**src/common/zmips_consts.svh**
```systemverilog
/*
  Core-wide widths and the reset vector
  The instruction field positions are fixed by the encoding and are not parameters
  Changing ZM_XLEN alone does not resize the instruction word
*/
`ifndef ZMIPS_CONSTS_SVH
`define ZMIPS_CONSTS_SVH

// Datapath and address width
`define ZM_XLEN 32

// Register number width and register count
`define ZM_RADDR 5
`define ZM_NREGS 32

// Sign-extended immediate field, bits 25:0
`define ZM_IMM_W 26

// Absolute jump field, bits 29:0, a word address
`define ZM_JADDR_W 30

`define ZM_PC_STEP 4      // Byte step between instructions
`define ZM_RESET_PC 0     // First fetch address

`endif

```
**src/common/zmips_pkg.sv**
```systemverilog
/*
  Shared types for the pipelined core
  Encodings follow the instruction word layout, so enum values must not be reordered
*/
package zmips_pkg;

    // Instruction format, bits 31:30
    typedef enum logic [1:0] {
        FMT_R      = 2'b00,   // Register ALU, load, store
        FMT_LIMM   = 2'b01,   // Sign-extended load immediate into r0
        FMT_BRANCH = 2'b10,   // PC relative, flag conditional
        FMT_JUMP   = 2'b11    // Absolute word address
    } fmt_e;

    // ALU operation, {op[26], funct[5:3]}
    typedef enum logic [3:0] {
        ALU_ADD    = 4'b0000,
        ALU_SUB    = 4'b0001,  // Also used as compare with no writeback
        ALU_AND    = 4'b0010,
        ALU_OR     = 4'b0011,
        ALU_XOR    = 4'b0100,
        ALU_NOR    = 4'b0101,
        ALU_PASS_A = 4'b0110,
        ALU_PASS_B = 4'b0111,
        ALU_SLL    = 4'b1000,  // Shift group, rs by shamt
        ALU_SRL    = 4'b1001,
        ALU_SRA    = 4'b1010
    } alu_op_e;

    // Branch condition, bits 27:26
    typedef enum logic [1:0] {
        COND_Z      = 2'b00,
        COND_C      = 2'b01,
        COND_N      = 2'b10,
        COND_ALWAYS = 2'b11
    } cond_e;

    // Status flags, also reused as per-flag update enables
    typedef struct packed {
        logic z;
        logic c;
        logic n;
    } flags_t;

endpackage

```
**src/common/exe_bus_if.sv**
```systemverilog
/*
  Decode to execute bus, no handshake
  A bubble is valid low with every write enable low
  Writeback and hazard fields flow back from execute
*/
`include "zmips_consts.svh"

interface exe_bus_if;
    import zmips_pkg::*;

    // Issued by decode at the ID/EX edge
    logic [`ZM_RADDR-1:0] rs;
    logic [`ZM_RADDR-1:0] rt;
    logic [`ZM_RADDR-1:0] rd;        // Forced to 0 for load immediate
    logic [`ZM_XLEN-1:0]  rs_val;
    logic [`ZM_XLEN-1:0]  rt_val;
    logic [`ZM_XLEN-1:0]  imm;       // Sign extended, low bits carry shamt
    alu_op_e              alu_op;
    logic                 use_imm;   // ALU b from imm instead of rt
    logic                 mem_rd;
    logic                 mem_wr;
    logic                 wr_reg;
    flags_t               flag_en;   // Per-flag update enables
    logic                 valid;

    // Returned by execute
    flags_t               live_flags;   // Flags including the instruction in EX
    logic [`ZM_RADDR-1:0] ex_load_rd;
    logic                 ex_is_load;
    logic                 wb_wr;
    logic [`ZM_RADDR-1:0] wb_addr;
    logic [`ZM_XLEN-1:0]  wb_data;

    modport decode (
        output rs, rt, rd, rs_val, rt_val, imm, alu_op, use_imm,
        output mem_rd, mem_wr, wr_reg, flag_en, valid,
        input  live_flags, ex_load_rd, ex_is_load, wb_wr, wb_addr, wb_data
    );

    modport execute (
        input  rs, rt, rd, rs_val, rt_val, imm, alu_op, use_imm,
        input  mem_rd, mem_wr, wr_reg, flag_en, valid,
        output live_flags, ex_load_rd, ex_is_load, wb_wr, wb_addr, wb_data
    );
endinterface

```
**src/design/execute/alu.sv**
```systemverilog
/*
  Combinational ALU
  carry is the carry-out on ADD and no-borrow on SUB, 0 otherwise
  Shifts act on a by shamt, b is ignored
  Unused op codes return 0
*/
`include "zmips_consts.svh"

module alu (
    input  logic [`ZM_XLEN-1:0] a,
    input  logic [`ZM_XLEN-1:0] b,
    input  zmips_pkg::alu_op_e  op,
    input  logic [4:0]          shamt,
    output logic [`ZM_XLEN-1:0] y,
    output logic                zero,
    output logic                carry
);
    import zmips_pkg::*;

    always_comb
    begin
        carry = 1'b0;
        case (op)
            ALU_ADD:    {carry, y} = {1'b0, a} + {1'b0, b};
            ALU_SUB:    {carry, y} = {1'b0, a} + {1'b0, ~b} + (`ZM_XLEN+1)'(1);   // a + ~b + 1
            ALU_AND:    y = a & b;
            ALU_OR:     y = a | b;
            ALU_XOR:    y = a ^ b;
            ALU_NOR:    y = ~(a | b);
            ALU_PASS_A: y = a;
            ALU_PASS_B: y = b;          // Load immediate path
            ALU_SLL:    y = a << shamt;
            ALU_SRL:    y = a >> shamt;
            ALU_SRA:    y = $signed(a) >>> shamt;
            default:    y = '0;
        endcase
    end

    assign zero = (y == '0);

endmodule

```
**src/design/execute/exec_stage.sv**
```systemverilog
/*
  Execute, memory and writeback stages
  Operand priority is EX/MEM result, then MEM/WB value, then the register file
  A load result in EX/MEM is never forwarded, decode stalls that case
  Data memory answers combinationally, loaded data is captured in MEM/WB
*/
`include "zmips_consts.svh"

module exec_stage (
    input  logic                clk,
    input  logic                rst,
    exe_bus_if.execute          bus,
    output logic [`ZM_XLEN-1:0] d_addr,
    output logic [`ZM_XLEN-1:0] d_data_o,
    output logic                d_wr,
    output logic                d_rd,
    input  logic [`ZM_XLEN-1:0] d_data_i
);
    import zmips_pkg::*;

    // ID/EX
    logic                 idex_valid;
    logic [`ZM_RADDR-1:0] idex_rs;
    logic [`ZM_RADDR-1:0] idex_rt;
    logic [`ZM_RADDR-1:0] idex_rd;
    logic [`ZM_XLEN-1:0]  idex_rs_val;
    logic [`ZM_XLEN-1:0]  idex_rt_val;
    logic [`ZM_XLEN-1:0]  idex_imm;
    alu_op_e              idex_op;
    logic                 idex_use_imm;
    logic                 idex_mem_rd;
    logic                 idex_mem_wr;
    logic                 idex_wr_reg;
    flags_t               idex_flag_en;

    // EX/MEM
    logic [`ZM_XLEN-1:0]  exmem_res;      // Also the memory address
    logic [`ZM_XLEN-1:0]  exmem_data;     // Store data
    logic [`ZM_RADDR-1:0] exmem_rd;
    logic [`ZM_RADDR-1:0] exmem_rt;
    logic                 exmem_mem_rd;
    logic                 exmem_mem_wr;
    logic                 exmem_wr_reg;

    // MEM/WB
    logic [`ZM_XLEN-1:0]  memwb_mdata;
    logic [`ZM_XLEN-1:0]  memwb_res;
    logic [`ZM_RADDR-1:0] memwb_rd;
    logic                 memwb_mem_rd;
    logic                 memwb_wr_reg;

    logic [`ZM_XLEN-1:0]  wb_data;
    logic [`ZM_XLEN-1:0]  op_a;
    logic [`ZM_XLEN-1:0]  op_b;
    logic [`ZM_XLEN-1:0]  alu_y;
    logic                 alu_zero;
    logic                 alu_carry;
    flags_t               flags;
    flags_t               flags_nxt;

    always_ff @(posedge clk)
    begin
        idex_rs      <= bus.rs;
        idex_rt      <= bus.rt;
        idex_rd      <= bus.rd;
        idex_rs_val  <= bus.rs_val;
        idex_rt_val  <= bus.rt_val;
        idex_imm     <= bus.imm;
        idex_op      <= bus.alu_op;
        idex_use_imm <= bus.use_imm;
        if (rst)
        begin
            idex_valid   <= 1'b0;
            idex_mem_rd  <= 1'b0;
            idex_mem_wr  <= 1'b0;
            idex_wr_reg  <= 1'b0;
            idex_flag_en <= '0;
        end
        else
        begin
            idex_valid   <= bus.valid;
            idex_mem_rd  <= bus.mem_rd;
            idex_mem_wr  <= bus.mem_wr;
            idex_wr_reg  <= bus.wr_reg;
            idex_flag_en <= bus.flag_en;
        end
    end

    // Operand forwarding, newest producer wins
    always_comb
    begin
        if (exmem_wr_reg && exmem_rd == idex_rs)
            op_a = exmem_res;
        else if (memwb_wr_reg && memwb_rd == idex_rs)
            op_a = wb_data;
        else
            op_a = idex_rs_val;

        if (exmem_wr_reg && exmem_rd == idex_rt)
            op_b = exmem_res;
        else if (memwb_wr_reg && memwb_rd == idex_rt)
            op_b = wb_data;
        else
            op_b = idex_rt_val;
    end

    alu u_alu (
        .a     (op_a),
        .b     (idex_use_imm ? idex_imm : op_b),
        .op    (idex_op),
        .shamt (idex_imm[10:6]),   // shamt field rides in the immediate
        .y     (alu_y),
        .zero  (alu_zero),
        .carry (alu_carry)
    );

    // Selective flag update, seen by the branch in ID this same cycle
    assign flags_nxt.z = (idex_valid && idex_flag_en.z) ? alu_zero : flags.z;
    assign flags_nxt.c = (idex_valid && idex_flag_en.c) ? alu_carry : flags.c;
    assign flags_nxt.n = (idex_valid && idex_flag_en.n) ? alu_y[`ZM_XLEN-1] : flags.n;

    always_ff @(posedge clk)
    begin
        if (rst)
            flags <= '0;
        else
            flags <= flags_nxt;
    end

    always_ff @(posedge clk)
    begin
        exmem_res  <= alu_y;
        exmem_data <= op_b;
        exmem_rd   <= idex_rd;
        exmem_rt   <= idex_rt;
        if (rst)
        begin
            exmem_mem_rd <= 1'b0;
            exmem_mem_wr <= 1'b0;
            exmem_wr_reg <= 1'b0;
        end
        else
        begin
            exmem_mem_rd <= idex_mem_rd;
            exmem_mem_wr <= idex_mem_wr;
            exmem_wr_reg <= idex_wr_reg;
        end
    end

    // Data memory port
    assign d_addr = exmem_res;
    assign d_wr   = exmem_mem_wr;
    assign d_rd   = exmem_mem_rd;

    // Store right behind a load of its data register takes the loaded word
    assign d_data_o = (exmem_mem_wr && memwb_mem_rd && memwb_wr_reg && memwb_rd == exmem_rt)
                      ? memwb_mdata : exmem_data;

    always_ff @(posedge clk)
    begin
        memwb_mdata <= d_data_i;
        memwb_res   <= exmem_res;
        memwb_rd    <= exmem_rd;
        if (rst)
        begin
            memwb_mem_rd <= 1'b0;
            memwb_wr_reg <= 1'b0;
        end
        else
        begin
            memwb_mem_rd <= exmem_mem_rd;
            memwb_wr_reg <= exmem_wr_reg;
        end
    end

    assign wb_data = memwb_mem_rd ? memwb_mdata : memwb_res;

    // Back to decode
    assign bus.live_flags = flags_nxt;
    assign bus.ex_load_rd = idex_rd;
    assign bus.ex_is_load = idex_valid && idex_mem_rd;
    assign bus.wb_wr      = memwb_wr_reg;
    assign bus.wb_addr    = memwb_rd;
    assign bus.wb_data    = wb_data;

    // One memory access per cycle, decode never issues both
    a_rd_wr_excl: assert property (@(posedge clk) !(d_wr && d_rd));
    a_idle_after_rst: assert property (@(posedge clk) rst |=> (!d_wr && !d_rd));

endmodule

```
**src/design/fetch_decode.sv**
```systemverilog
/*
  Fetch and decode stages with branch and jump resolution in ID
  Every branch or jump squashes the one fetched slot after it, taken or not
  A load followed by an R-format user of its rd stalls one cycle
  A store right behind a load of its data register goes on without a stall
  Undefined load-immediate encodings issue as bubbles
*/
`include "zmips_consts.svh"

module fetch_decode (
    input  logic                clk,
    input  logic                rst,
    output logic [`ZM_XLEN-1:0] i_addr,
    input  logic [`ZM_XLEN-1:0] i_data,
    exe_bus_if.decode           bus
);
    import zmips_pkg::*;

    logic [`ZM_XLEN-1:0]  pc;
    logic [`ZM_XLEN-1:0]  pc_inc;
    logic [`ZM_XLEN-1:0]  pc_next;
    logic [`ZM_XLEN-1:0]  ifid_ir;
    logic [`ZM_XLEN-1:0]  ifid_pc4;     // Address after the instruction in ID
    logic                 ifid_valid;

    fmt_e                 fmt;
    cond_e                cond;
    logic [`ZM_RADDR-1:0] rs;
    logic [`ZM_RADDR-1:0] rt;
    logic [`ZM_XLEN-1:0]  imm_se;
    logic [`ZM_XLEN-1:0]  br_tgt;
    logic [`ZM_XLEN-1:0]  jmp_tgt;
    logic                 is_r;
    logic                 is_store;     // rt is only the store data
    logic                 is_limm;
    logic                 redirect;     // Branch or jump sitting in ID
    logic                 take;
    logic                 load_use;
    logic                 issue;

    // Fetch
    assign i_addr = pc;
    assign pc_inc = pc + `ZM_PC_STEP;

    always_ff @(posedge clk)
    begin
        if (rst)
        begin
            pc <= `ZM_RESET_PC;
        end
        else if (!load_use)
        begin
            pc <= pc_next;
        end
    end

    always_ff @(posedge clk)
    begin
        if (rst)
        begin
            ifid_ir    <= '0;
            ifid_valid <= 1'b0;
        end
        else if (!load_use)
        begin
            ifid_ir    <= redirect ? '0 : i_data;   // Squash the slot after a branch
            ifid_valid <= !redirect;
            ifid_pc4   <= pc_inc;
        end
    end

    // Field split
    assign fmt     = fmt_e'(ifid_ir[31:30]);
    assign cond    = cond_e'(ifid_ir[27:26]);
    assign rs      = ifid_ir[25:21];
    assign rt      = ifid_ir[20:16];
    assign imm_se  = {{(`ZM_XLEN-`ZM_IMM_W){ifid_ir[`ZM_IMM_W-1]}}, ifid_ir[`ZM_IMM_W-1:0]};
    assign br_tgt  = ifid_pc4 + {imm_se[`ZM_XLEN-3:0], 2'b00};
    assign jmp_tgt = {ifid_ir[`ZM_JADDR_W-1:0], 2'b00};

    assign is_r     = (fmt == FMT_R);
    assign is_store = is_r && ifid_ir[28] && !ifid_ir[29];
    // Load immediate needs cc = 01 and the writeback bit
    assign is_limm = (fmt == FMT_LIMM) && (ifid_ir[27:26] == 2'b01) && ifid_ir[29];

    // Branch decision on flags forwarded from EX, bit 29 picks set or clear
    always_comb
    begin
        case (cond)
            COND_Z:  take = (bus.live_flags.z == ifid_ir[29]);
            COND_C:  take = (bus.live_flags.c == ifid_ir[29]);
            COND_N:  take = (bus.live_flags.n == ifid_ir[29]);
            default: take = 1'b1;   // Branch always
        endcase
    end

    assign redirect = ifid_valid && (fmt == FMT_BRANCH || fmt == FMT_JUMP);

    // Not taken refetches the squashed slot
    always_comb
    begin
        if (!redirect)
            pc_next = pc_inc;
        else if (fmt == FMT_JUMP)
            pc_next = jmp_tgt;
        else
            pc_next = take ? br_tgt : ifid_pc4;
    end

    // Load-use hazard against the instruction now in EX
    // Loaded store data is picked up later by execute on d_data_o
    assign load_use = ifid_valid && is_r && bus.ex_is_load &&
                      (bus.ex_load_rd == rs || (bus.ex_load_rd == rt && !is_store));

    // Branches and jumps end here and leave a bubble behind
    assign issue = ifid_valid && !load_use && (is_r || is_limm);

    regfile u_regfile (
        .clk     (clk),
        .rs_addr (rs),
        .rt_addr (rt),
        .rs_data (bus.rs_val),
        .rt_data (bus.rt_val),
        .wr      (bus.wb_wr),
        .wr_addr (bus.wb_addr),
        .wr_data (bus.wb_data)
    );

    // Issue to execute
    assign bus.rs        = rs;
    assign bus.rt        = rt;
    assign bus.rd        = is_limm ? '0 : ifid_ir[15:11];   // Load immediate targets r0
    assign bus.imm       = imm_se;
    assign bus.alu_op    = is_limm ? ALU_PASS_B : alu_op_e'({ifid_ir[26], ifid_ir[5:3]});
    assign bus.use_imm   = is_limm;
    assign bus.valid     = issue;
    assign bus.wr_reg    = issue && (is_limm || ifid_ir[29]);
    assign bus.mem_rd    = issue && is_r && ifid_ir[28] && ifid_ir[29];
    assign bus.mem_wr    = issue && is_r && ifid_ir[28] && !ifid_ir[29];
    assign bus.flag_en.z = issue && is_r && ifid_ir[2];
    assign bus.flag_en.c = issue && is_r && ifid_ir[1];
    assign bus.flag_en.n = issue && is_r && ifid_ir[0];

    // All targets are word multiples, so the PC never leaves word alignment
    a_pc_aligned: assert property (@(posedge clk) disable iff (rst) pc[1:0] == 2'b00);

endmodule

```
**src/design/regfile.sv**
```systemverilog
/*
  32 x 32 register file, two read ports and one write port
  No register is hard-wired to zero
  A read of the register written in the same cycle returns the new value
*/
`include "zmips_consts.svh"

module regfile (
    input  logic                 clk,
    input  logic [`ZM_RADDR-1:0] rs_addr,
    input  logic [`ZM_RADDR-1:0] rt_addr,
    output logic [`ZM_XLEN-1:0]  rs_data,
    output logic [`ZM_XLEN-1:0]  rt_data,
    input  logic                 wr,
    input  logic [`ZM_RADDR-1:0] wr_addr,
    input  logic [`ZM_XLEN-1:0]  wr_data
);
    logic [`ZM_XLEN-1:0] regs [`ZM_NREGS];

    always_ff @(posedge clk)
    begin
        if (wr)
        begin
            regs[wr_addr] <= wr_data;
        end
    end

    // Write-through bypass, WB and ID share the cycle
    always_comb
    begin
        rs_data = regs[rs_addr];
        rt_data = regs[rt_addr];
        if (wr && wr_addr == rs_addr)
            rs_data = wr_data;
        if (wr && wr_addr == rt_addr)
            rt_data = wr_data;
    end

endmodule

```
**src/design/zmips_top.sv**
```systemverilog
/*
  Core top level with separate instruction and data ports
  Both memories sit outside and must answer in the same cycle
  d_data_o is valid only while d_wr is high
*/
`include "zmips_consts.svh"

module zmips_top (
    input  logic                clk,
    input  logic                rst,        // Synchronous, active high
    output logic [`ZM_XLEN-1:0] i_addr,
    input  logic [`ZM_XLEN-1:0] i_data,
    output logic [`ZM_XLEN-1:0] d_addr,
    output logic [`ZM_XLEN-1:0] d_data_o,
    input  logic [`ZM_XLEN-1:0] d_data_i,
    output logic                d_wr,
    output logic                d_rd
);

    exe_bus_if bus ();   // ID/EX issue plus writeback return

    fetch_decode u_fetch_decode (
        .clk    (clk),
        .rst    (rst),
        .i_addr (i_addr),
        .i_data (i_data),
        .bus    (bus.decode)
    );

    exec_stage u_exec_stage (
        .clk      (clk),
        .rst      (rst),
        .bus      (bus.execute),
        .d_addr   (d_addr),
        .d_data_o (d_data_o),
        .d_wr     (d_wr),
        .d_rd     (d_rd),
        .d_data_i (d_data_i)
    );

endmodule

```
**config.mk**
```make
export PLATFORM = sky130hd
export DESIGN_NAME = zmips_top
export DESIGN_NICKNAME = d
export VERILOG_FILES = /design/src/common/zmips_pkg.sv /design/src/common/exe_bus_if.sv /design/src/design/execute/alu.sv /design/src/design/execute/exec_stage.sv /design/src/design/fetch_decode.sv /design/src/design/regfile.sv /design/src/design/zmips_top.sv
export VERILOG_INCLUDE_DIRS = /design/src /design/src/common
export SDC_FILE = /design/constraint.sdc
export NUM_CORES = 2
export LEC_CHECK = 0
export BUFFER_PORTS_ARGS = -buffer_cell sky130_fd_sc_hd__clkbuf_2
export CAP_MARGIN = 0
export CORE_AREA = 2 2 399 401
export DETAILED_ROUTE_END_ITERATION = 6
export DIE_AREA = 0 0 401 403
export PLACE_DENSITY = 0.63
export SLEW_MARGIN = 20
export SYNTH_ARGS = -nofsm -noshare
export SYNTH_HDL_FRONTEND = slang
export SYNTH_SLANG_ARGS = --single-unit
export TNS_END_PERCENT = 1
```
**constraint.sdc**
```tcl
create_clock -name clk -period 9.02 [get_ports clk]
set_input_delay 2.255 -clock clk [delete_from_list [all_inputs] [get_ports clk]]
set_output_delay 2.255 -clock clk [all_outputs]
set_load 0.05 [all_outputs]
```
==> results <==
- The relative area change from synthesis to final layout is 14.1%.
- The number of H-tree branching levels is 4.
- The CTS buffer count is 143.
- The total count of max-transition violations in the final report came to 0.
- The count of yosys warnings during synthesis is 0.
- The net count of the mapped netlist is 5333.
- The worst min-delay path startpoint is u_exec_stage.exmem_rd[4].
- Of the cells placed in the final design, the portion with a size suffix greater than 1 is 0.279.
- The flow ran to the end, but the final reports show violations.
- The number of cells on the worst reg-to-reg path is 27.
- After the first detailed-routing iteration, the DRC count stood at 8342.
- The overall via count from detail_route is 53422.
- In this run the tightest slew margin relative to its limit is 0.177.
- The most frequent standard cell in the layout excluding fill and tap cells is edfxtp_1.
- The floorplan step set the die height to 403 um.
- The number of flip-flops in the largest register is 1024.
- After synthesis the cells add up to 70300 um2.
- The register name with the most flops is u_fetch_decode.u_regfile.regs.
- The top-area cell type share of the netlist area is 0.451.
- Clock latency on the worst-skew pair, taken at its later pin, is 0.82 ns.
- The fraction of registers with async set/reset is 0.
- The clock transition at the registers of the reported paths is 0.06 ns.
- The clock period could shrink to 8.84 ns.
- Summed over all instances, the cell type with the most area after synthesis is edfxtp_1.
- The total global routing overflow is 0.
- Dividing the detail-routed wire length by the instance count gives 37.7 um.
- The critical path class is reg -> reg.
- The gate count of the mapped netlist is 5129.
- At the worst endpoint, the required time is 9.72 ns.
- The tightest min-delay check is of the reg -> reg type.
- Across every metal layer, demand over resource in global routing totals 0.351.
- Of the total synthesized cell area, the portion taken by AND, OR, NAND and NOR gates is 0.0735.
- The endpoint identified for the worst register-to-register timing path is u_fetch_decode.i_addr[31].
- The placed wire-length estimate is 200000 um.
- Fill cells in the final layout number 13306.
- The dominant combinational cell family by area after synthesis is multiplexers.
- The worst hold slack is 0.399 ns.
- The first global-routing pass estimated 400000 um of wire.
- Along the worst path, the maximum fanout reaches 27.
- Buffers placed on the I/O ports in this run total 163.
- The setup check on the worst reg-to-reg path leaves a slack of 0.18 ns.
- The floorplan step defined a core boundary enclosing 157000 um2.
- The final reports fail on DRC.
- The count of flip-flops with a built-in enable after synthesis is 1056.
- The largest net degree at the start of global routing is 72.
- The via count of the first global-routing pass is 51201.
- The die is 401 um wide.
- The number of library cell types mapped by synthesis is 99.
- In this run the clock root is driven by a clkbuf_16.
- The power per unit of standard cell area is 219 nW/um2.
- The post-detailed-routing wire length is 288000 um.
- Yosys attributes the largest share of cell area to edfxtp_1 45%, mux4_2 18%, dfxtp_1 7.4%.
- The total clock sinks is 1315.
- The detailed-router iteration count before antenna repair is 7.
- Clock skew on the completed layout was measured at 0.0330 ns.
- After detailed routing, the number of remaining DRC violations is 1.
- Of the total synthesized cell area, the portion taken by full adders, half adders and majority gates is 0.0249.
- The final-stage net count is 5654.
- For this run, the register share of the synthesized area comes to 0.524.
- Dividing the detail-routed via count by the number of cells gives 6.99.
- The initial utilization of the core area, before any placement, comes to 0.447.
- The final hold violation count came to 0.
- The total of hold buffers inserted after clock tree synthesis is 0.
- Setup violations remaining at the end of the flow were counted as 0.
- The hold-critical path endpoint is u_exec_stage.bus.wb_addr[4].
- The kind of start point of the critical path is a register.
- The reg-to-reg startpoint is u_exec_stage.idex_imm[16].
- Dividing the final minimum period by the clock period gives 0.980.
- The static power due to leakage is 27.4 nW.
- In the layout the commonest cells are 1056 x edfxtp_1, 566 x mux4_2, 356 x buf_4.
- The die covers 162000 um2.
- For the worst setup path, the data arrival time is 9.54 ns.
- The register bit total from synthesis is 1315.
- The total of max-cap violations is 0.
- The global placement routability congestion is 1.10.
- Along the worst hold path, the cell count comes to 0.
- The compound-cell area share of the yosys netlist is 0.113.
- Across the VDD grid, the largest voltage drop is 0.000238 V.
- Timing would allow up to 0.113 GHz.
- In this run the deepest clock path goes through 3 buffers.
- The power consumption is 17.6 mW.
- The dominant register cell in the synthesized netlist is edfxtp_1.
- STA classifies the critical path endpoint as a register.
- For the pin with the worst max-slew slack, the measured transition is 1.23 ns.
- Pin placement for this block handled 164 I/O pins.
- The mean cell area of the mapped netlist is 13.7 um2.
- Measured against the total synthesized area, the mux share comes to 0.221.
- The post-detailed-route count of antenna-violating nets is 0.
- The number of rows created at floorplan is 146.
- The CTS tree is yes.
- The fraction of synthesized cell area in xor and xnor cells is 0.0122.
- The number of antenna violations at the first check in global routing was 19.
- After routing, the total negative slack on setup checks comes to 0 ns.
synth_stat cells (all sizes together) (50+ instances only):
master / n
o21ai: 214
a21o: 50
nand3: 114
xnor2: 61
clkbuf: 225
buf: 143
o22ai: 83
edfxtp: 1056
a22oi: 77
mux2i: 158
mux4: 571
o211ai: 54
inv: 142
nor2: 272
nor3: 95
mux2: 94
a221oi: 51
a21oi: 226
nand2: 329
a211oi: 82
ha: 135
dfxtp: 259
logic make-up after synthesis:
logic type,count (synthesis)
flip-flops,1315
AO/OA/AOI/OAI,1157
AND/OR/NAND/NOR,1086
multiplexers,823
buffers and inverters,512
adder cells (fa/ha/maj),138
XOR/XNOR,98
worst max path at each step:
stage | start | to | depth (start not counted)
3_5_place_dp | u_exec_stage.idex_imm[16] | u_fetch_decode.i_addr[31] | 29
6_report | u_exec_stage.idex_imm[16] | u_fetch_decode.i_addr[31] | 27
5_1_grt | u_exec_stage.idex_imm[16] | u_fetch_decode.i_addr[10] | 33
3_3_place_gp | u_exec_stage.idex_imm[16] | u_fetch_decode.i_addr[31] | 29
4_1_cts | u_exec_stage.idex_imm[16] | u_fetch_decode.i_addr[31] | 24
2_1_floorplan | u_exec_stage.idex_imm[16] | u_fetch_decode.i_addr[3] | 33
report_power, final:
group          switching, mW  total [mW]  internal [mW]  leakage (nW)
sequential             0.341        7.63           7.29          11.7
clock                   2.58        5.82           3.24          2.25
combinational           2.87        4.14           1.27          13.4
total                   5.78        17.6           11.8          27.4
stage by stage:
stage | setup slack (ns) | instances | cell area, um2 | utilization
CTS | 0.0670 | 7627 | 80100 | 0.509
floorplan | 0.336 | 5129 | 70300 | -
detailed placement | -0.356 | 7365 | 75500 | 0.479
global route | -0.00687 | 7639 | 80200 | 0.510
global placement | -0.361 | 7365 | 75500 | 0.479
finish | 0.176 | 7646 | 80300 | 0.510
layer usage:
layer / track usage / vias up / share of wire
li1: - / 21349 / -
met1: 0.477 / 27370 / 0.38
met2: 0.512 / 3908 / 0.43
met3: 0.101 / 785 / 0.13
met4: 0.188 / 10 / 0.064
met5: 0 / - / 0.00024
timing repair:
| item | 4_1_cts | 5_1_grt |
|---|---|---|
| gates cloned | 1 | 1 |
| gates resized for setup | 4 | 11 |
| setup endpoints to repair | 30 | 30 |
| buffers inserted | 0 | 10 |
| pin swaps | 0 | 0 |
critical path, stage by stage (launching register included):
cell and delay (ns):
dfxtp_4 0.46, buf_4 0.26, bufbuf_16 0.42, mux4_2 0.53, mux4_2 0.46, mux2i_1 0.39, nand2_1 0.10, a22o_1 0.28
mux2i_1 0.22, buf_4 0.23, ha_1 0.36, a21o_1 0.25, or3_1 0.30, a311oi_1 0.27, o21bai_1 0.15, a21oi_1 0.46
o22ai_1 0.13, o21ai_0 0.48, nand4_1 0.24, or4_1 0.58, nor3_2 0.12, nand4b_1 0.17, or4_4 0.59, o2111ai_2 0.27
nand4b_4 0.29, buf_12 0.25, or2_0 0.22, o211a_1 0.22
layout make-up:
class	instances	area (um2)	area share
Sequential cell	1315	36900	0.460
Clock buffer	185	3870	0.0482
Tap cell	2072	2590	0.0323
Clock inverter	76	709	0.00884
Antenna cell	8	20.0	0.000249
Inverter	144	541	0.00673
Timing Repair Buffer	544	4020	0.0501
Multi-Input combinational cell	3302	31600	0.393
(Power assumes the default switching activity.)
